[src/logic/traffic_pkg.sv]
package traffic_pkg;

    // destination pattern of the generated packets
    typedef enum logic {
        nearest = 1'b0,  // next node on the x ring in one hop
        diag3   = 1'b1   // next node on all three rings in three hops
    } pattern_t;

    // first framing error seen on the eject stream
    typedef enum logic [1:0] {
        none         = 2'b00,
        flit_wrong   = 2'b01,
        flit_missing = 2'b10,
        flit_timeout = 2'b11
    } check_err_t;

    typedef logic [15:0] cnt_t;

endpackage

[src/logic/noc_flit_pkg.sv]
package noc_flit_pkg;

    // one coordinate on a torus ring
    typedef logic [2:0] coord_t;

    // ring sizes of the 4x4x4 torus
    localparam int XSIZE = 4;
    localparam int YSIZE = 4;
    localparam int ZSIZE = 4;

    typedef enum logic [1:0] {
        head   = 2'b00,
        body   = 2'b01,
        tail   = 2'b10,
        single = 2'b11
    } flit_kind_t;

    // header layout with the msb first
    // body and tail flits carry only the kind and zero elsewhere
    typedef struct packed {
        flit_kind_t kind;
        logic       dir_neg;  // set when the packet leaves on a negative port
        coord_t     dst_z;
        coord_t     dst_y;
        coord_t     dst_x;
        logic [3:0] hops;
        coord_t     src_z;
        coord_t     src_y;
        coord_t     src_x;
        logic [6:0] seq;      // packet index at the source
    } flit_t;

    // next position on a ring with wraparound
    function automatic coord_t ring_next(coord_t c, int size);
        if (int'(c) < size - 1) begin
            return c + 3'd1;
        end
        return '0;
    endfunction

endpackage
[src/logic/local_unit_top.sv]
`timescale 1ns/100ps

module local_unit_top #(
    parameter noc_flit_pkg::coord_t  cur_x          = 3'd0,
    parameter noc_flit_pkg::coord_t  cur_y          = 3'd0,
    parameter noc_flit_pkg::coord_t  cur_z          = 3'd0,
    parameter traffic_pkg::pattern_t pattern        = traffic_pkg::nearest,
    parameter int                    packet_size    = 4,
    parameter int                    packet_num     = 6,
    parameter int                    injection_gap  = 2,
    parameter int                    inject_credits = 4,
    parameter int                    inject_depth   = 8,
    parameter int                    flit_timeout   = 20
) (
    input  logic                    clk,
    input  logic                    rst,
    output noc_flit_pkg::flit_t     inject_flit,
    output logic                    inject_valid,
    input  logic                    inject_credit,
    input  noc_flit_pkg::flit_t     eject_flit,
    input  logic                    eject_valid,
    output logic                    eject_credit,
    output logic                    done,
    output logic                    error,
    output traffic_pkg::check_err_t error_code,
    output traffic_pkg::cnt_t       rcvd_count
);
    import noc_flit_pkg::*;
    import traffic_pkg::*;

    flit_t      gen_flit;
    logic       gen_valid;
    logic       gen_full;
    cnt_t       sent_count;
    logic       src_done;
    logic       chk_error;
    check_err_t chk_code;

    // generator feeding the credit-controlled inject queue
    packet_source #(
        .cur_x         (cur_x),
        .cur_y         (cur_y),
        .cur_z         (cur_z),
        .pattern       (pattern),
        .packet_size   (packet_size),
        .packet_num    (packet_num),
        .injection_gap (injection_gap)
    ) u_source (
        .clk        (clk),
        .rst        (rst),
        .gen_full   (gen_full),
        .gen_flit   (gen_flit),
        .gen_valid  (gen_valid),
        .sent_count (sent_count),
        .src_done   (src_done)
    );

    inject_port #(
        .inject_credits (inject_credits),
        .inject_depth   (inject_depth)
    ) u_inject (
        .clk           (clk),
        .rst           (rst),
        .gen_flit      (gen_flit),
        .gen_valid     (gen_valid),
        .gen_full      (gen_full),
        .inject_flit   (inject_flit),
        .inject_valid  (inject_valid),
        .inject_credit (inject_credit)
    );

    packet_checker #(
        .packet_size  (packet_size),
        .flit_timeout (flit_timeout)
    ) u_checker (
        .clk          (clk),
        .rst          (rst),
        .eject_flit   (eject_flit),
        .eject_valid  (eject_valid),
        .eject_credit (eject_credit),
        .rcvd_count   (rcvd_count),
        .chk_error    (chk_error),
        .chk_code     (chk_code)
    );

    test_monitor #(
        .packet_num (packet_num)
    ) u_monitor (
        .clk        (clk),
        .rst        (rst),
        .sent_count (sent_count),
        .rcvd_count (rcvd_count),
        .src_done   (src_done),
        .chk_error  (chk_error),
        .chk_code   (chk_code),
        .done       (done),
        .error      (error),
        .error_code (error_code)
    );

endmodule

[src/logic/test_monitor.sv]
`timescale 1ns/100ps

module test_monitor #(
    parameter int packet_num = 6
) (
    input  logic                    clk,
    input  logic                    rst,
    input  traffic_pkg::cnt_t       sent_count,
    input  traffic_pkg::cnt_t       rcvd_count,
    input  logic                    src_done,
    input  logic                    chk_error,
    input  traffic_pkg::check_err_t chk_code,
    output logic                    done,
    output logic                    error,
    output traffic_pkg::check_err_t error_code
);
    import traffic_pkg::*;

    logic all_rcvd;

    assign all_rcvd = (rcvd_count == cnt_t'(packet_num));

    always_ff @(posedge clk) begin
        if (rst) begin
            done       <= 1'b0;
            error      <= 1'b0;
            error_code <= none;
        end else begin
            error      <= chk_error;
            error_code <= chk_code;
            if (src_done && all_rcvd && !chk_error) begin
                done <= 1'b1;  // stays set
            end
        end
    end

    // source stops at packet_num whatever the back-pressure
    a_sent_limit: assert property (@(posedge clk) disable iff (rst)
        sent_count <= cnt_t'(packet_num));

endmodule

[src/logic/packet_checker.sv]
`timescale 1ns/100ps

module packet_checker #(
    parameter int packet_size  = 4,
    parameter int flit_timeout = 20
) (
    input  logic                    clk,
    input  logic                    rst,
    input  noc_flit_pkg::flit_t     eject_flit,
    input  logic                    eject_valid,
    output logic                    eject_credit,
    output traffic_pkg::cnt_t       rcvd_count,
    output logic                    chk_error,
    output traffic_pkg::check_err_t chk_code
);
    import noc_flit_pkg::*;
    import traffic_pkg::*;

    localparam int tw = $clog2(flit_timeout + 2);

    typedef enum logic [1:0] {
        st_idle,
        st_receiving,
        st_error
    } state_t;

    state_t        state;
    cnt_t          flit_cnt;  // flits seen in the current packet
    logic [tw-1:0] idle_cnt;

    assign chk_error = (state == st_error);

    always_ff @(posedge clk) begin
        if (rst) begin
            state        <= st_idle;
            flit_cnt     <= '0;
            idle_cnt     <= '0;
            rcvd_count   <= '0;
            chk_code     <= none;
            eject_credit <= 1'b0;
        end else begin
            eject_credit <= eject_valid;  // every flit is consumed so its slot frees at once
            case (state)
                st_idle: begin
                    if (eject_valid) begin
                        case (eject_flit.kind)
                            head: begin
                                state    <= st_receiving;
                                flit_cnt <= cnt_t'(1);
                                idle_cnt <= '0;
                            end
                            single: rcvd_count <= rcvd_count + 1'b1;
                            default: begin
                                state    <= st_error;
                                chk_code <= flit_wrong;
                            end
                        endcase
                    end
                end
                st_receiving: begin
                    if (eject_valid) begin
                        idle_cnt <= '0;
                        case (eject_flit.kind)
                            body: flit_cnt <= flit_cnt + 1'b1;
                            tail: begin
                                flit_cnt <= '0;
                                if (flit_cnt < cnt_t'(packet_size - 1)) begin
                                    state    <= st_error;
                                    chk_code <= flit_missing;  // packet too short
                                end else if (flit_cnt >= cnt_t'(packet_size)) begin
                                    state    <= st_error;
                                    chk_code <= flit_wrong;    // packet too long
                                end else begin
                                    state      <= st_idle;
                                    rcvd_count <= rcvd_count + 1'b1;
                                end
                            end
                            default: begin
                                // new packet started before the tail
                                state    <= st_error;
                                chk_code <= flit_missing;
                            end
                        endcase
                    end else if (idle_cnt == tw'(flit_timeout)) begin
                        state    <= st_error;
                        chk_code <= traffic_pkg::flit_timeout;
                    end else begin
                        idle_cnt <= idle_cnt + 1'b1;
                    end
                end
                default: state <= st_error;  // sticky until reset
            endcase
        end
    end

endmodule

[src/logic/inject_port.sv]
`timescale 1ns/100ps

module inject_port #(
    parameter int inject_credits = 4,
    parameter int inject_depth   = 8
) (
    input  logic                clk,
    input  logic                rst,
    input  noc_flit_pkg::flit_t gen_flit,
    input  logic                gen_valid,
    output logic                gen_full,
    output noc_flit_pkg::flit_t inject_flit,
    output logic                inject_valid,
    input  logic                inject_credit
);
    import noc_flit_pkg::*;

    localparam int aw  = (inject_depth > 1) ? $clog2(inject_depth) : 1;
    localparam int cw  = $clog2(inject_depth + 1);
    localparam int crw = $clog2(inject_credits + 1);

    flit_t          mem [inject_depth];
    logic [aw-1:0]  wr_ptr;
    logic [aw-1:0]  rd_ptr;
    logic [cw-1:0]  count;
    logic [crw-1:0] credit_cnt;  // free slots in the router input buffer
    logic           send;

    // one slot of slack covers the flit already on its way from the source
    assign gen_full     = (count >= cw'(inject_depth - 1));
    assign inject_valid = (count != '0) && (credit_cnt != '0);
    assign inject_flit  = mem[rd_ptr];
    assign send         = inject_valid;

    always_ff @(posedge clk) begin
        if (gen_valid) begin
            mem[wr_ptr] <= gen_flit;
        end
    end

    always_ff @(posedge clk) begin
        if (rst) begin
            wr_ptr     <= '0;
            rd_ptr     <= '0;
            count      <= '0;
            credit_cnt <= crw'(inject_credits);
        end else begin
            if (gen_valid) begin
                wr_ptr <= (wr_ptr == aw'(inject_depth - 1)) ? '0 : wr_ptr + 1'b1;
            end
            if (send) begin
                rd_ptr <= (rd_ptr == aw'(inject_depth - 1)) ? '0 : rd_ptr + 1'b1;
            end
            case ({gen_valid, send})
                2'b10:   count <= count + 1'b1;
                2'b01:   count <= count - 1'b1;
                default: ;
            endcase
            case ({send, inject_credit})
                2'b10:   credit_cnt <= credit_cnt - 1'b1;
                2'b01:   credit_cnt <= credit_cnt + 1'b1;
                default: ;  // spend and return cancel
            endcase
        end
    end

    // router never returns more credits than it was given
    a_credit_max: assert property (@(posedge clk) disable iff (rst)
        credit_cnt <= crw'(inject_credits));

    // spending the last credit blocks the link until one comes back
    a_no_send_at_zero: assert property (@(posedge clk) disable iff (rst)
        (send && credit_cnt == crw'(1) && !inject_credit) |=> !inject_valid);

    // source honours gen_full in spite of its registered output
    a_no_overflow: assert property (@(posedge clk) disable iff (rst)
        gen_valid |-> (count != cw'(inject_depth)));

endmodule

[src/logic/packet_source.sv]
`timescale 1ns/100ps

module packet_source #(
    parameter noc_flit_pkg::coord_t  cur_x         = 3'd0,
    parameter noc_flit_pkg::coord_t  cur_y         = 3'd0,
    parameter noc_flit_pkg::coord_t  cur_z         = 3'd0,
    parameter traffic_pkg::pattern_t pattern       = traffic_pkg::nearest,
    parameter int                    packet_size   = 4,
    parameter int                    packet_num    = 6,
    parameter int                    injection_gap = 2
) (
    input  logic                clk,
    input  logic                rst,
    input  logic                gen_full,
    output noc_flit_pkg::flit_t gen_flit,
    output logic                gen_valid,
    output traffic_pkg::cnt_t   sent_count,
    output logic                src_done
);
    import noc_flit_pkg::*;
    import traffic_pkg::*;

    localparam int fw = $clog2(packet_size + 1);
    localparam int gw = $clog2(injection_gap + 2);

    localparam coord_t nxt_x = ring_next(cur_x, XSIZE);
    localparam coord_t nxt_y = ring_next(cur_y, YSIZE);
    localparam coord_t nxt_z = ring_next(cur_z, ZSIZE);

    logic [fw-1:0] flit_cnt;   // flits of the current packet already issued
    logic [gw-1:0] gap_cnt;
    logic          advance;
    flit_t         next_flit;

    assign src_done = (sent_count == cnt_t'(packet_num));
    assign advance  = (sent_count < cnt_t'(packet_num)) && (gap_cnt == '0) && !gen_full;

    always_comb begin
        next_flit = '0;
        if (flit_cnt == '0) begin
            if (packet_size == 1) begin
                next_flit.kind = single;
            end else begin
                next_flit.kind = head;
            end
            next_flit.dir_neg = 1'b0;  // always leaves on x-positive
            next_flit.dst_x   = nxt_x;
            next_flit.dst_y   = (pattern == diag3) ? nxt_y : cur_y;
            next_flit.dst_z   = (pattern == diag3) ? nxt_z : cur_z;
            next_flit.hops    = (pattern == diag3) ? 4'd3 : 4'd1;
            next_flit.src_x   = cur_x;
            next_flit.src_y   = cur_y;
            next_flit.src_z   = cur_z;
            next_flit.seq     = sent_count[6:0];
        end else if (flit_cnt == fw'(packet_size - 1)) begin
            next_flit.kind = tail;
        end else begin
            next_flit.kind = body;
        end
    end

    always_ff @(posedge clk) begin
        if (rst) begin
            flit_cnt   <= '0;
            gap_cnt    <= '0;
            sent_count <= '0;
            gen_valid  <= 1'b0;
        end else begin
            gen_valid <= advance;
            if (advance) begin
                if (flit_cnt == fw'(packet_size - 1)) begin
                    flit_cnt   <= '0;
                    sent_count <= sent_count + 1'b1;
                    gap_cnt    <= gw'(injection_gap);  // idle cycles before next head
                end else begin
                    flit_cnt <= flit_cnt + 1'b1;
                end
            end else if (gap_cnt != '0) begin
                gap_cnt <= gap_cnt - 1'b1;
            end
        end
    end

    always_ff @(posedge clk) begin
        if (advance) begin
            gen_flit <= next_flit;
        end
    end

    // a new burst of flits never starts against a full queue
    a_no_issue_when_full: assert property (@(posedge clk) disable iff (rst)
        $rose(gen_valid) |-> !gen_full);

endmodule

[config.mk]
export PLATFORM = sky130hd
export DESIGN_NAME = local_unit_top
export DESIGN_NICKNAME = d
export VERILOG_FILES = /design/src/logic/traffic_pkg.sv /design/src/logic/noc_flit_pkg.sv /design/src/logic/local_unit_top.sv /design/src/logic/test_monitor.sv /design/src/logic/packet_checker.sv /design/src/logic/inject_port.sv /design/src/logic/packet_source.sv
export SDC_FILE = /design/constraint.sdc
export NUM_CORES = 1
export LEC_CHECK = 0
export BUFFER_PORTS_ARGS = -buffer_cell sky130_fd_sc_hd__buf_2
export CAP_MARGIN = 10
export CORE_MARGIN = 2
export CORE_UTILIZATION = 35
export CTS_CLUSTER_SIZE = 10
export DETAILED_ROUTE_END_ITERATION = 7
export PLACE_DENSITY_LB_ADDON = 0.05
export SLEW_MARGIN = 5
export SYNTH_ARGS = -nofsm -noshare
export SYNTH_HDL_FRONTEND = slang
export SYNTH_HIERARCHICAL = 1
export SYNTH_SLANG_ARGS = --single-unit
[constraint.sdc]
create_clock -name clk -period 3.79 [get_ports clk]
set_input_delay 0.5685 -clock clk [delete_from_list [all_inputs] [get_ports clk]]
set_output_delay 0.5685 -clock clk [all_outputs]
set_load 0.01 [all_outputs]
== Word-level counts from Yosys, hierarchy flattened ==
Memories as Yosys holds them, arrays and structs flattened. A register that Yosys moved wholly into a read port is not among the register bits.
Index checks and enable logic that the tools add are counted.

* Add/sub/neg operators: 12
* Multiply operators: 0
* Divide/modulo/power cells: 0
* Order comparisons: 4
* Eq/ne operators: 30
* Shift operators: 0
* Mux-type cells: 47
* Bitwise operators: 0
* Reductions and logical operators: 26

{| class="wikitable"
|+ Operators with widths
! cell !! number
|-
| 2-to-1 mux 16 bit || 9
|-
| one-hot mux 16 bit (2 select lines) || 3
|-
| adder 16 x 1 -> 16 bit (second input constant) || 3
|-
| equality test 16 x 3 -> 1 bit (second input constant) || 2
|-
| 2-to-1 mux 2 bit || 15
|-
| 2-to-1 mux 21 bit || 1
|-
| 2-to-1 mux 5 bit || 4
|-
| inequality test 2 bit (second input constant) || 10
|-
| one-hot mux 2 bit (2 select lines) || 5
|-
| greater-or-equal comparator 16 x 3 -> 1 bit (second input constant) || 1
|-
| < comparator 16 x 2 -> 1 bit (second input constant) || 1
|-
| < comparator 16 x 3 -> 1 bit (second input constant) || 1
|-
| 2-to-1 mux 3 bit || 5
|-
| adder 3 x 1 -> 3 bit (second input constant) || 4
|-
| equality test 2 bit (second input constant) || 5
|-
| one-hot mux 5 bit (2 select lines) || 1
|-
| nonzero test 2 bit || 5
|-
| inequality test 3 bit (second input constant) || 3
|-
| equality test 2 x 1 -> 1 bit (second input constant) || 4
|-
| one-hot mux 4 bit (2 select lines) || 1
|-
| AND reduction 4 bit || 2
|-
| AND reduction 7 bit || 1
|-
| equality test 3 bit (second input constant) || 2
|-
| zero test 2 bit || 3
|-
| 21 further kinds || 28
|}

* Flip-flop bits (word level): 113
* Latch bits: 0
* Bits in writable memories: 256
* ROM bits: 0
* Input bits: 36
* Output and inout port bits: 54
* Logic and storage cells: 147
* Memories kept: 1

{| class="wikitable"
|+ Memories
! name !! depth !! width !! read ports !! clocked after Yosys merged registers in !! wr ports !! RTL line !! RTL
|-
| u_inject.mem || 8 || 32 || 1 || 1 || 1 || inject_port.sv:22 || <nowiki>flit_t mem [inject_depth];</nowiki>
|}

== Depth between registers and ports, before layout ==
* Depth after elaboration: 6
* Mapped depth: 10

== Hierarchy ==
Netlist, hierarchy kept.

{| class="wikitable"
|+ By module, submodules not included
! module !! instances !! cells an instance !! area each (um^2) !! sequential area each (um^2)
|-
| inject_port || 1 || 470 || 10,644.0 || 8,007.7
|-
| packet_checker || 1 || 259 || 2,189.6 || 840.8
|-
| packet_source || 1 || 130 || 1,411.4 || 740.7
|-
| test_monitor || 1 || 14 || 185.2 || 80.1
|}

== Worst setup path after synthesis ==
No wires, ideal clock.

* Path kind: reg-to-reg
* Start point: reg u_source.gen_valid
* End point: mem u_inject/mem[0][0] in the netlist's numbering, enable pin
* Setup time: 461 ps
* Arrival time: 2,727 ps
* Data required time: 3,329 ps
* Setup slack: 602 ps
* Stages on the path, launching flop included: 3
* Clock period less this slack: 3,188 ps
* Cells stage by stage: dfxtp_1 > nand2b_1 > nor3_1

* Word-level cells in the longest chain between the ends: 2

{| class="wikitable"
|+ Ends and longest elaborated chain
! what !! RTL line !! RTL
|-
| start, declared || packet_source.sv:16 || <nowiki>output logic gen_valid,</nowiki>
|-
| start signal, assigned || packet_source.sv:69 || <nowiki>gen_valid <= advance;</nowiki>
|-
| 2-to-1 mux 1 bit || inject_port.sv:36 || <nowiki>if (gen_valid) begin</nowiki>
|-
| 2-to-1 mux 1 bit (implied by the code) || inject_port.sv:37 || <nowiki>mem[wr_ptr] <= gen_flit;</nowiki>
|-
| end, declared || inject_port.sv:22 ||
|}

No other way between the ends.

==> out/qor.yml <==
status: "finished, final reports clean"
die_h_um: 207
clkSinkCount: 350
grt_pass1_vias: 7658
holdPathEnd: "u_checker/eject_credit"
initial_core_util_pct: 35.4
seq_area_sq_um: 9680
io_buffers: 59
antenna_cells: 0
ys.flop_type: "edfxtp_1"
synth-async-reset-ratio_pct: 0
worstPathMaxFanout: 25
drive_gt1_share_pct: 22.8
slew_viol_final: 0
clk_latency_ns: 0.54
postSynthAreaPerCell_sq_um: 16.5
post_cts_buffers: 0
die_w_um: 207
grt_first_pass_wirelength_um: 45100
row_count: 74
min_period_over_period_pct: 85.4
fin_crit_ns: 3.24
cp-start-kind: "flop"
synth_seq_area_share_pct: 67.0
fillers: 3776
wl_per_cell_um: 18.9
hold_path_class: "primary input to flop"
synth_edf_count: 266
multi_input_area_sq_um: 4420
p_per_area_nw_per_um2: 659
cts_tree: "yes"
finalNetCount: 1018
fmax_mhz: 309
ys_ff_latch: 350
fin_skew_ns: 0.00886
viasPerCell: 4.94
h-tree-depth: 2
yosysUniqueCellTypes: 63
netlist.area_leader.share_pct: 55.4
grt_antenna_before_repair: 0
postCtsResizedCells: 0
cts_hold_buffers: 0
clk_pin_slew_ns: 0.05
setup_viol: 0
syn_area_sq_um: 14400
areaGrowthSynthToFinish_pct: 14.5
wirelength_um: 28600
crit_type: "flop to output port"
cts_root_buf: "clkbuf_16"
crit_path_end_kind: "output port"
hold_depth: 2
drt_first_pass_iters: 4
slowest_stage: "dfxtp_4"
grt_overflow: 0
hold_start: "eject_valid"
fp.coreArea_sq_um: 40700
irDropWorstVdd_v: 0.000294
synthCells: 873
die_area_sq_um: 42900
rsz0062_at_grt: "false"
ys_warn_count: 6
cts_buffers: 42
crit-reg2reg-launch: "u_inject/count[1]"
worstReg2RegEnd: "u_inject/credit_cnt[2]"
pin_count: 90
worstPathRequired_ns: 3.22
tightest_slew_ns: 1.05
num_vias: 7462
r2r_slack_ns: 1.06
holdWs_ns: 0.431
ff2ff_path_depth: 9
dp_hpwl_um: 16300
cts_max_path_buffers: 3
finalSetupTns_ns: 0
ant_nets: 0
grt_max_degree: 47
slew_headroom_pct: 29.5
arrival_ns: 2.67
grt_usage_pct: 13.6
crit_path_max_incr_delay_ns: 0.70
drc: 0
p_leak_nw: 5.58
hold_viol: 0
place_congestion: 0.698
cp_cell_sequence: "buf_4 > mux4_1 > mux2_2 > buf_2"
synth_area_leaders: "edfxtp_1, dfxtp_1, mux4_2"
cap_violations: 0
drtIter0Drc: 373
synth.largest_area_cell: "edfxtp_1"
-- worst max-delay path by stage --
stage / slack [ns] / start / to
4_1_cts: 0.43 / flop / inject_flit[15]
5_1_grt: 0.36 / flop / inject_flit[15]
3_3_place_gp: 1.02 / flop / inject_flit[15]
2_1_floorplan: 0.60 / u_source/gen_valid / u_inject/mem[0][0]
6_report: 0.55 / flop / inject_flit[15]
3_5_place_dp: 1.04 / flop / inject_flit[15]
-- synthesized netlist by cell type, types with 9 or more instances --
master    instances
nor2b_1          29
a21oi_1          25
ha_1             21
mux2_4           16
nor2_1           62
and2_1           10
mux4_2           36
inv_1            24
nand4_1          13
or3_1             9
o31ai_1          10
o21ai_0          14
nand2b_1         10
mux2i_1          10
buf_4            22
mux4_1           28
clkbuf_1         11
edfxtp_1        266
nor3_1           16
xnor2_1          11
nand2_1          22
nand3_1          11
dfxtp_1          84
mux2_2           19
-- layout by cell type (no fill, tap or decap), types with 22 or more instances in the layout --
master     instances
inv_1             24
a21oi_1           25
nor2b_1           29
dfxtp_1           81
nor2_1            56
clkbuf_16         43
nand2_1           22
buf_2             59
edfxtp_1         266
mux4_2            36
mux4_1            28
-- flip-flops by register name, summed over array words and instances (netlist names), 4 cells and up, named ones only --
signal and flops:
u_checker/idle_cnt 5, u_source/sent_count 16, u_checker/flit_cnt 16, u_inject/count 4, u_checker/rcvd_count 16, u_inject/mem 256
u_source/gen_flit 10
-- per-stage QoR --
stage	cells	power, mW	area (sq um)	worst slack (ns)	util, %
finish	1511	10.9	16500	0.553	40.6
floorplan	893	6.70	14500	0.602	-
CTS	1511	11.1	16500	0.433	40.6
global placement	1448	7.47	15300	1.02	37.6
detailed placement	1448	7.47	15300	1.04	37.6
global route	1511	11.5	16500	0.361	40.6
-- routing by layer --
metal	global-route usage, %	part of all wire (%)	vias up
met2	22.0	48	123
met5	0	0	-
met1	18.2	46	3758
met3	2.77	4.1	45
met4	4.85	2.3	0
li1	-	-	3536
-- cell type report --
class,instances,area share [%]
Tap cell,532,4.03
Inverter,24,0.545
Multi-Input combinational cell,463,26.7
Timing Repair Buffer,79,2.92
Sequential cell,350,58.5
Clock buffer,60,6.96
Clock inverter,3,0.265
-- where the power goes --
part / internal, mW / switching [mW]
Sequential: 4.63 / 0.343
Combinational: 1.20 / 1.15
Clock: 2.14 / 1.43
-- logic make-up after synthesis --
family | after synthesis | synth area share (%)
compound gates | 73 | 3.26
xor+xnor | 19 | 1.15
fa+ha+maj | 22 | 1.96
buf+inv | 80 | 3.26
flops | 350 | 67.0
mux | 111 | 14.7
other cells | 1 | 0.0260
simple gates | 217 | 8.62
-- critical path, delay by kind of cell (launching register included) --
kind / cells / cell delay [ns]
buffers and inverters: 2 / 0.55
DFF: 1 / 0.70
muxes: 2 / 0.85
Power figures use the tool's default switching activity.
